<file path="config.mk">
export PLATFORM = sky130hd
export DESIGN_NAME = seq_mul_flat
export DESIGN_NICKNAME = d
export VERILOG_FILES = /design/src/verilog/rv_alu_pkg.sv /design/src/verilog/mul_if.sv /design/src/verilog/seq_mul.sv /design/src/flat_wrapper.sv
export VERILOG_INCLUDE_DIRS = /design/src /design/src/verilog
export SDC_FILE = /design/constraint.sdc
export NUM_CORES = 1
export LEC_CHECK = 0
export BUFFER_PORTS_ARGS = -buffer_cell sky130_fd_sc_hd__buf_4
export CAP_MARGIN = 40
export CORE_MARGIN = 2
export CORE_UTILIZATION = 50
export CTS_CLUSTER_DIAMETER = 50
export DETAILED_ROUTE_END_ITERATION = 7
export GPL_ROUTABILITY_DRIVEN = 1
export PLACE_DENSITY = 0.69
export SLEW_MARGIN = 40
export SYNTH_ARGS = -nofsm -noshare
export SYNTH_HDL_FRONTEND = slang
export SYNTH_SLANG_ARGS = --single-unit
</file>
<file path="constraint.sdc">
create_clock -name clk -period 18.8 [get_ports clk]
set_input_delay 3.76 -clock clk [delete_from_list [all_inputs] [get_ports clk]]
set_output_delay 3.76 -clock clk [all_outputs]
set_load 0.03 [all_outputs]
</file>
<file path="src/verilog/rv_alu_settings.svh">
`ifndef RV_ALU_SETTINGS_SVH
`define RV_ALU_SETTINGS_SVH

// datapath width of the core
`define RV_XLEN 64

// width seen by the W-suffix ops
`define RV_WLEN 32

// one shift-add per cycle, one step per multiplier bit
`define RV_MUL_STEPS 64

`endif

</file>
<file path="src/verilog/rv_alu_pkg.sv">
package rv_alu_pkg;

    // execute opcodes, the multiply group sits near the end
    typedef enum logic [4:0] {
        ADD,
        ADDW,
        SUB,
        SUBW,
        AND,
        OR,
        XOR,
        SLL,
        SLLW,
        SRL,
        SRLW,
        SRA,
        SRAW,
        SLT,
        SLTU,
        BEQ,
        BNE,
        BLT,
        BGE,
        BLTU,
        BGEU,
        DIVU,
        REMU,
        MUL,
        MULH,
        MULHU,
        MULW,
        PASS    // load data arrives on src2
    } alu_op_e;

    // applied last, after the result select
    typedef enum logic [2:0] {
        NONE,
        SEXT32,
        ZEXT32,
        SEXT16,
        ZEXT16,
        SEXT8,
        ZEXT8
    } ext_mode_e;

    // one bit per operand, set when that operand is signed
    typedef enum logic [1:0] {
        UU = 2'b00,
        SS = 2'b11
    } mul_mode_e;

endpackage

</file>
<file path="src/verilog/mul_if.sv">
`include "rv_alu_settings.svh"

interface mul_if;
    logic                      start;     // one-cycle request pulse
    rv_alu_pkg::mul_mode_e     mode;
    logic [`RV_XLEN-1:0]       a;
    logic [`RV_XLEN-1:0]       b;
    logic [2*`RV_XLEN-1:0]     product;   // valid from done until next start
    logic                      busy;
    logic                      done;      // one-cycle pulse

    // execute side, issues the request and holds operands until done
    modport req (
        output start, mode, a, b,
        input  product, busy, done
    );

    modport mul (
        input  start, mode, a, b,
        output product, busy, done
    );

endinterface

</file>
<file path="src/verilog/seq_mul.sv">
`include "rv_alu_settings.svh"

module seq_mul (
    input  logic clk,
    input  logic rst_n,
    mul_if.mul   m
);
    localparam int XW    = `RV_XLEN;
    localparam int CNT_W = $clog2(`RV_MUL_STEPS);

    logic [XW-1:0]    mcand_q;   // multiplicand magnitude
    logic [XW-1:0]    hi_q;      // upper half of partial product
    logic [XW-1:0]    lo_q;      // multiplier bits shift out, product bits in
    logic             neg_q;
    logic [CNT_W-1:0] cnt_q;

    logic             signed_op;
    logic [XW-1:0]    a_mag;
    logic [XW-1:0]    b_mag;
    logic [XW:0]      sum;
    logic [XW-1:0]    hi_nxt;
    logic [XW-1:0]    lo_nxt;
    logic [2*XW-1:0]  mag;
    logic             last;
    logic             accept;

    assign signed_op = (m.mode == rv_alu_pkg::SS);

    // the most negative value still fits as an unsigned magnitude
    assign a_mag = (signed_op && m.a[XW-1]) ? -m.a : m.a;
    assign b_mag = (signed_op && m.b[XW-1]) ? -m.b : m.b;

    assign accept = m.start && !m.busy;
    assign last   = (cnt_q == CNT_W'(`RV_MUL_STEPS - 1));

    // one add and one right shift per step
    assign sum    = {1'b0, hi_q} + (lo_q[0] ? {1'b0, mcand_q} : '0);
    assign hi_nxt = sum[XW:1];
    assign lo_nxt = {sum[0], lo_q[XW-1:1]};
    assign mag    = {hi_nxt, lo_nxt};

    always_ff @(posedge clk or negedge rst_n) begin
        if (!rst_n) begin
            m.busy <= 1'b0;
            m.done <= 1'b0;
            cnt_q  <= '0;
        end else begin
            m.done <= 1'b0;
            if (accept) begin
                m.busy <= 1'b1;
                cnt_q  <= '0;
            end else if (m.busy) begin
                cnt_q <= cnt_q + 1'b1;
                if (last) begin
                    m.busy <= 1'b0;
                    m.done <= 1'b1;
                end
            end
        end
    end

    always_ff @(posedge clk) begin
        if (accept) begin
            mcand_q <= b_mag;
            lo_q    <= a_mag;
            hi_q    <= '0;
            neg_q   <= signed_op && (m.a[XW-1] ^ m.b[XW-1]);
        end else if (m.busy) begin
            hi_q <= hi_nxt;
            lo_q <= lo_nxt;
            if (last) begin
                m.product <= neg_q ? -mag : mag;   // sign applied once at the end
            end
        end
    end

endmodule
</file>
<file path="src/flat_wrapper.sv">
// flat-port wrapper written by rule: the top's interface ports become plain ports
module seq_mul_flat 
  (clk, rst_n, m_start, m_mode, m_a, m_b, m_product, m_busy, m_done);
  mul_if m_i ();
  input  logic clk;
  input  logic rst_n;
  input wire logic [$bits(m_i.start)-1:0] m_start;
  input wire logic [$bits(m_i.mode)-1:0] m_mode;
  input wire logic [$bits(m_i.a)-1:0] m_a;
  input wire logic [$bits(m_i.b)-1:0] m_b;
  output wire logic [$bits(m_i.product)-1:0] m_product;
  output wire logic [$bits(m_i.busy)-1:0] m_busy;
  output wire logic [$bits(m_i.done)-1:0] m_done;
  assign m_i.start = m_start;
  assign m_i.mode = m_mode;
  assign m_i.a = m_a;
  assign m_i.b = m_b;
  assign m_product = m_i.product;
  assign m_busy = m_i.busy;
  assign m_done = m_i.done;
  seq_mul u_core (.clk(clk), .rst_n(rst_n), .m(m_i));
endmodule
</file>
==> PnR_summary.wiki, run 1 <==
{| class="wikitable"
! Metric !! Value
|-
| Initial Util || 0.507
|-
| Global route overflow || 0
|-
| RSZ-0062 raised after global routing || false
|-
| DRT Pass-1 Iters || 6
|-
| # hold bufs at CTS || 0
|-
| Min setup slack post-route || 11.60 ns
|-
| TritonCTS sink count || 329
|-
| Synth async-reset ratio || 0.0243
|-
| Largest area contributor in the netlist || sky130_fd_sc_hd__edfxtp_1
|-
| Post-detail-place hpwl || 53.2 mm
|-
| Total routing resource utilization after global routing || 0.301
|-
| Number of nets with antenna violations after routing || 0
|-
| Count of mapped cells out of synthesis || 2336
|-
| Cell types with the largest area share after synthesis || sky130_fd_sc_hd__edfxtp_1 35%, sky130_fd_sc_hd__xnor2_1 8.6%, sky130_fd_sc_hd__dfxtp_1 5.9%, sky130_fd_sc_hd__nand2_1 4.7%, sky130_fd_sc_hd__o21ai_0 4.4%
|-
| Total die area || 0.0455 mm^2
|-
| Synth top area share || 0.353
|-
| Critical Path Source Type || input pin
|-
| Worst Hold Path Cells || 2
|-
| Start-to-end type of the worst setup path || in2reg
|-
| Launch point of the worst hold path || u_core.hi_q[44]
|-
| Number of flip-flops and latches in the synthesized netlist || 329
|-
| Synthesis Warnings || 0
|-
| Status || complete, no violations
|-
| Commonest cells after routing, fill and taps aside || 281 x sky130_fd_sc_hd__buf_4, 272 x sky130_fd_sc_hd__nand2_1, 257 x sky130_fd_sc_hd__edfxtp_1
|-
| DP Worst Slack || 11.10 ns
|-
| Final Routed Wirelength || 69.6 mm
|-
| Setup slack on the worst flop-to-flop path || 12.52 ns
|-
| Count of input and output buffers || 262
|-
| Total number of H-tree levels || 2
|-
| Global routing usage on met1 || 0.429
|-
| Vias after detailed routing || 19501
|-
| Number of enable flip-flop cells after synthesis || 257
|-
| Post-synthesis instance area || 0.0219 mm^2
|-
| Final total negative setup slack || 0 ns
|-
| Antenna violations before repair || 0
|-
| Met2 Use GR || 0.469
|-
| R2r endpoint || u_core.m.product[122]
|-
| Core region area || 0.0432 mm^2
|-
| Synthesis-to-layout area growth || 18.0%
|-
| Type of destination of the critical path || flop
|-
| Most common library cell in the layout ignoring fill and taps || sky130_fd_sc_hd__buf_4
|-
| Final cycle utilization of the critical path || 0.383
|-
| Antenna diode count || 0
|-
| Met3 demand-to-capacity share in global routing || 0.0554
|-
| Setup clock skew after layout || 0.0372 ns
|-
| Classification of the worst-slack hold path || reg2reg
|-
| Pin count of the biggest net entering global routing || 129
|-
| Final Non-Filler Cells || 3177
|-
| Number of gates resized after cts || 0
|-
| Launch point of the worst reg-to-reg path || u_core.lo_q[0]
|-
| Prevailing post-synth register cell || sky130_fd_sc_hd__edfxtp_1
|-
| Max Cap Violations || 0
|-
| Buffers inserted by post-CTS timing repair || 0
|-
| Number of vias per cell after detailed routing || 6.14
|-
| Hold WS || 0.475 ns
|-
| DRT iter0 DRCs || 2121
|-
| Average instance area after synthesis || 9.37 um^2
|-
| Root Driver || sky130_fd_sc_hd__clkbuf_16
|-
| Syn_nets || 2538
|-
| Height of the die || 213 um
|-
| Inserted Clock Buffers || 42
|-
| Buffer levels on the longest clock path || 3
|-
| Floorplan die width || 213 um
|-
| I/O Pins || 263
|-
| Count of cells along the worst register-to-register path || 16
|-
| Number of rows in the core area || 76
|-
| Achievable clock frequency || 139 MHz
|-
| Largest fanout of any net on the critical path || 6
|-
| Weighted congestion at the end of routability-driven global placement || 1.02
|-
| Layout cell share with drive strength beyond 1 || 0.161
|-
| LEAKAGE || 9.68 nW
|-
| Shortest clock period the worst path allows after layout || 7.20 ns
|-
| DRC violations left || 0
|-
| Later-pin clock latency in the skew report || 0.60 ns
|-
| Relative slew margins || 0.411
|-
| Detail-routed net length per standard cell || 21.9 um
|-
| Power density over cell area || 164 mW/mm^2
|-
| Sequential fraction of the synthesis area || 0.420
|-
| First-pass GRT wire length || 105 mm
|-
| Final setup violation count || 0
|-
| Pins Over Slew Limit || 0
|-
| Total instance count after detailed placement || 3099
|-
| Peak supply drop || 77.5 uV
|-
| Worst path arrival time || 7.50 ns
|-
| TritonCTS clock tree || yes
|-
| CTS clock-pin slew for the worst setup and hold paths || 0.06 ns
|-
| Slew at the pin closest to its max-slew limit || 0.862 ns
|-
| Routing layer with the top usage in global route || met2
|-
| Final Hold Violating Endpoints || 0
|-
| Vias in the first global route || 18037
|-
| Number of unique standard cell types used by synthesis || 97
|-
| End point of the most critical hold path || u_core.hi_q[44]
|-
| Post-layout nets || 2760
|-
| Req. time, crit path || 19.10 ns
|}
## synthesized netlist by cell type, types with 11 or more instances
cell,count
sky130_fd_sc_hd__o21a_1,15
sky130_fd_sc_hd__or2_2,19
sky130_fd_sc_hd__clkbuf_1,89
sky130_fd_sc_hd__a211oi_1,11
sky130_fd_sc_hd__a31oi_1,14
sky130_fd_sc_hd__nand2b_1,18
sky130_fd_sc_hd__o21ai_0,193
sky130_fd_sc_hd__buf_2,11
sky130_fd_sc_hd__xnor2_1,215
sky130_fd_sc_hd__o211ai_1,14
sky130_fd_sc_hd__nand2_1,273
sky130_fd_sc_hd__nor4_1,35
sky130_fd_sc_hd__o41ai_1,27
sky130_fd_sc_hd__nor2_1,143
sky130_fd_sc_hd__xor2_1,74
sky130_fd_sc_hd__inv_1,34
sky130_fd_sc_hd__nor3_1,69
sky130_fd_sc_hd__or4_1,23
sky130_fd_sc_hd__a21oi_1,137
sky130_fd_sc_hd__edfxtp_1,257
sky130_fd_sc_hd__dfxtp_1,64
sky130_fd_sc_hd__a22o_1,51
sky130_fd_sc_hd__or3_1,36
sky130_fd_sc_hd__o31ai_1,54
sky130_fd_sc_hd__ha_1,68
sky130_fd_sc_hd__nand3_1,38
sky130_fd_sc_hd__a21o_1,36
sky130_fd_sc_hd__nand4_1,35
sky130_fd_sc_hd__and3_1,19
sky130_fd_sc_hd__and2_1,80
## routing by layer
layer	part of all wire	vias up
li1	-	9141
met1	0.44	9404
met2	0.45	827
met3	0.082	129
met4	0.027	0
met5	0	-
## stage by stage
step / power (mW) / utilization / cell area [um^2]
finish: 4.25 / 0.598 / 25800
global route: 4.50 / 0.598 / 25800
CTS: 4.21 / 0.598 / 25800
detailed placement: 3.36 / 0.565 / 24400
global placement: 3.32 / 0.564 / 24300
floorplan: 2.73 / - / 21900
## registers in the layout (all words and copies together) (netlist names)
name / cells
u_core.m.product: 128
u_core.neg_q: 1
u_core.m.busy: 1
u_core.lo_q: 64
u_core.mcand_q: 64
u_core.m.done: 1
u_core.hi_q: 64
u_core.cnt_q: 6
## cells by family (layout without fill, tap and decap cells)
logic type,count (synthesis),count (layout),share of synthesized area
compound gates,645,645,0.193
xor+xnor,289,289,0.116
fa+ha+maj,69,69,0.0398
buf+inv,143,399,0.0270
flops,329,329,0.420
mux,6,6,0.00274
simple gates,855,855,0.202
## worst max-delay path, cell delays in order
cell                      delay, ns
sky130_fd_sc_hd__buf_4         0.12
sky130_fd_sc_hd__nor4_1        0.43
sky130_fd_sc_hd__nor4b_1       0.59
sky130_fd_sc_hd__nor3b_1       0.64
sky130_fd_sc_hd__nand3_1       0.25
sky130_fd_sc_hd__nor2_1        0.25
sky130_fd_sc_hd__nand3_1       0.23
sky130_fd_sc_hd__nor2_1        0.37
sky130_fd_sc_hd__nand4_1       0.27
sky130_fd_sc_hd__o31ai_1       0.34
sky130_fd_sc_hd__xor2_1        0.17
sky130_fd_sc_hd__o21ai_0       0.08
## power breakdown
| part | total (mW) | switching, mW | internal [mW] | leakage [nW] |
|---|---|---|---|---|
| combinational | 2.20 | 1.36 | 0.836 | 5.93 |
| clock | 0.834 | 0.335 | 0.499 | 0.690 |
| sequential | 1.22 | 0.151 | 1.06 | 3.06 |
## cell type report
type,count,area (um^2)
multi-input cells,1864,12200
repair buffers,286,2170
well taps,585,732
inverters,35,133
clock inverters,20,300
flip-flops and latches,329,9200
fillers,3776,17300
clock buffers,58,1130
## worst max-delay path by stage
stage | cells past startpoint | start | slack, ns | endpoint
5_1_grt | 12 | m_a[4] | 11.26 | u_core.lo_q[61]
4_1_cts | 12 | m_a[4] | 11.72 | u_core.lo_q[61]
2_1_floorplan | 4 | u_core.m.busy | 11.60 | u_core.m.product[0]
3_3_place_gp | 12 | m_b[10] | 11.20 | u_core.mcand_q[58]
6_report | 12 | m_a[4] | 11.60 | u_core.lo_q[61]
3_5_place_dp | 12 | m_a[4] | 11.10 | u_core.lo_q[61]
No activity file was read; power rests on OpenSTA's default activity.
==> run 2, diff against run 1 <==
Clock period 18.8 ns to 7.2 ns, I/O delays scaled along.
==> run 2 against run 1 <==
Compared with the run above:
- die area stayed put
- utilization grew 0.28 points
- critical path depth grew 4
- register-to-register slack got worse by 11 ns
- count of clock-buffer cells in the layout decreased by 3
- hold slack hardly changed
- clock power increased to 2.7 times the previous value
==> PnR_summary.wiki, run 2 (synthesis gave the netlist of run 1 again) <==
{| class="wikitable"
! Metric !! Value
|-
| Status || complete, no violations
|-
| Peak supply drop || 203 uV
|-
| Kind of cell adding the most delay to the critical path || simple AND/OR/NAND/NOR gates
|-
| Relative slew margins || 0.385
|-
| Start-to-end type of the worst setup path || reg2reg
|-
| Flip-flop count of the largest register after layout || 128
|-
| Pin count of the biggest net entering global routing || 81
|-
| Most common library cell in the layout ignoring fill and taps || sky130_fd_sc_hd__buf_4
|-
| DRT iter0 DRCs || 2152
|-
| Total routing resource utilization after global routing || 0.311
|-
| Buffers inserted by post-CTS timing repair || 0
|-
| Cell area after placement || 0.0244 mm^2
|-
| Final setup violation count || 0
|-
| RSZ-0062 raised after global routing || false
|-
| Count of input and output buffers || 262
|-
| Commonest cells after routing, fill and taps aside || 287 x sky130_fd_sc_hd__buf_4, 272 x sky130_fd_sc_hd__nand2_1, 257 x sky130_fd_sc_hd__edfxtp_1
|-
| Critical Path Source Type || flop
|-
| Number of vias per cell after detailed routing || 6.23
|-
| Vias after detailed routing || 19851
|-
| Initial Util || 0.507
|-
| Shortest clock period the worst path allows after layout || 6.02 ns
|-
| Number of rows in the core area || 76
|-
| Type of destination of the critical path || flop
|-
| Global route overflow || 0
|-
| Antenna diode count || 0
|-
| Floorplan die width || 213 um
|-
| Power density over cell area || 434 mW/mm^2
|-
| Classification of the worst-slack hold path || reg2reg
|-
| Total die area || 0.0455 mm^2
|-
| Number of gates resized after cts || 0
|-
| Fin area || 0.0259 mm^2
|-
| DRT Pass-1 Iters || 7
|-
| Max Cap Violations || 0
|-
| Cells traversed along the worst timing path || buf_4 -> and2_1 -> ha_1 -> inv_1 -> fa_1 -> nand2b_1 -> a21oi_1 -> o2111ai_1 -> a31oi_1 -> xor2_1 -> or3_1 -> or3_1 -> nor4_1 -> nand4b_1 -> o41ai_1 -> xor2_1
|-
| Detail-routed net length per standard cell || 22.5 um
|-
| TritonCTS clock tree || yes
|-
| Root Driver || sky130_fd_sc_hd__clkbuf_16
|-
| Footprint of the multi-input gates || 0.0122 mm^2
|-
| Top register by number of flip-flops || u_core.m.product
|-
| CTS clock-pin slew for the worst setup and hold paths || 0.06 ns
|-
| LEAKAGE || 9.74 nW
|-
| Post-layout nets || 2767
|-
| Largest fanout of any net on the critical path || 64
|-
| Vias in the first global route || 18490
|-
| Pins Over Slew Limit || 0
|-
| Total number of H-tree levels || 2
|-
| # hold bufs at CTS || 0
|-
| Synthesis-to-layout area growth || 18.5%
|-
| Achievable clock frequency || 166 MHz
|-
| Number of nets with antenna violations after routing || 0
|-
| Later-pin clock latency in the skew report || 0.60 ns
|-
| Slowest cell delay on critical path || 0.69 ns
|-
| Setup clock skew after layout || 0.0287 ns
|-
| Total of fill cells in the finished design || 3773
|-
| Worst path arrival time || 6.34 ns
|-
| Final Routed Wirelength || 71.8 mm
|-
| Core region area || 0.0432 mm^2
|-
| Final total negative setup slack || 0 ns
|-
| Combined buffer and inverter count along the critical path || 2
|-
| DRC violations left || 0
|-
| Height of the die || 213 um
|-
| Final cycle utilization of the critical path || 0.836
|-
| Req. time, crit path || 7.52 ns
|-
| TritonCTS sink count || 329
|-
| Inserted Clock Buffers || 45
|-
| Buffer levels on the longest clock path || 3
|-
| Slowest cell on crit path || sky130_fd_sc_hd__nor4_1
|-
| Slew at the pin closest to its max-slew limit || 0.913 ns
|-
| I/O Pins || 263
|-
| Layout cell share with drive strength beyond 1 || 0.167
|-
| Combined flip-flop and latch cell area || 0.00920 mm^2
|-
| First-pass GRT wire length || 108 mm
|-
| Weighted congestion at the end of routability-driven global placement || 1.00
|-
| Post-detail-place hpwl || 54.5 mm
|-
| Final Hold Violating Endpoints || 0
|-
| Antenna violations before repair || 1
|}
[run 2: through the flow]
stage	worst slack, ns	instances	hold WS [ns]	utilization	total power [mW]
after floorplan	0.00240	2336	0.432	-	7.12
after global placement	1.35	3103	0.442	0.564	8.77
after detailed placement	1.35	3103	0.458	0.565	8.84
after CTS	1.29	3187	0.471	0.601	11.2
after global routing	0.915	3187	0.492	0.601	11.9
final	1.18	3187	0.475	0.601	11.3
[run 2: layer usage]
| metal | GRT usage | share of wire |
|---|---|---|
| met4 | 0.115 | 0.037 |
| met1 | 0.443 | 0.43 |
| met2 | 0.473 | 0.44 |
| met3 | 0.0540 | 0.093 |
| met5 | 0 | 0.00018 |
[run 2: worst register-to-register path: cells and delay by family, from the launching register on]
| kind | cells | cell delay [ns] |
|---|---|---|
| xor+xnor | 2 | 0.33 |
| simple gates | 6 | 2.40 |
| fa+ha+maj | 2 | 0.56 |
| compound gates | 4 | 1.62 |
| buf+inv | 2 | 0.50 |
| flops | 1 | 0.33 |
[run 2: path summary, 6_finish.rpt]
| kind | from | to | slack (ns) | cells past startpoint |
|---|---|---|---|---|
| worst max-delay path | u_core.lo_q[0] | u_core.m.product[121] | 1.18 | 16 |
| worst min-delay path | u_core.hi_q[44] | u_core.hi_q[44] | 0.47 | 2 |
| worst max register to register | u_core.lo_q[0] | u_core.m.product[121] | 1.18 | 16 |
| worst min register to register | u_core.hi_q[44] | u_core.hi_q[44] | 0.47 | 2 |
| max in group asynchronous | rst_n | u_core.m.busy | 6.40 | 1 |
| min in group asynchronous | rst_n | u_core.cnt_q[2] | 0.65 | 1 |
[run 2: report_power, final]
| group | internal, mW | total, mW | switching, mW | leakage [nW] |
|---|---|---|---|---|
| clock network | 1.35 | 2.28 | 0.937 | 0.740 |
| registers | 2.78 | 3.17 | 0.390 | 3.06 |
| logic | 2.21 | 5.82 | 3.61 | 5.94 |
[run 2: cell type report]
class,instances,share of cell area
flip-flops and latches,329,0.355
multi-input cells,1864,0.469
repair buffers,290,0.0843
clock buffers,55,0.0456
well taps,585,0.0282
clock inverters,29,0.0134
inverters,35,0.00506
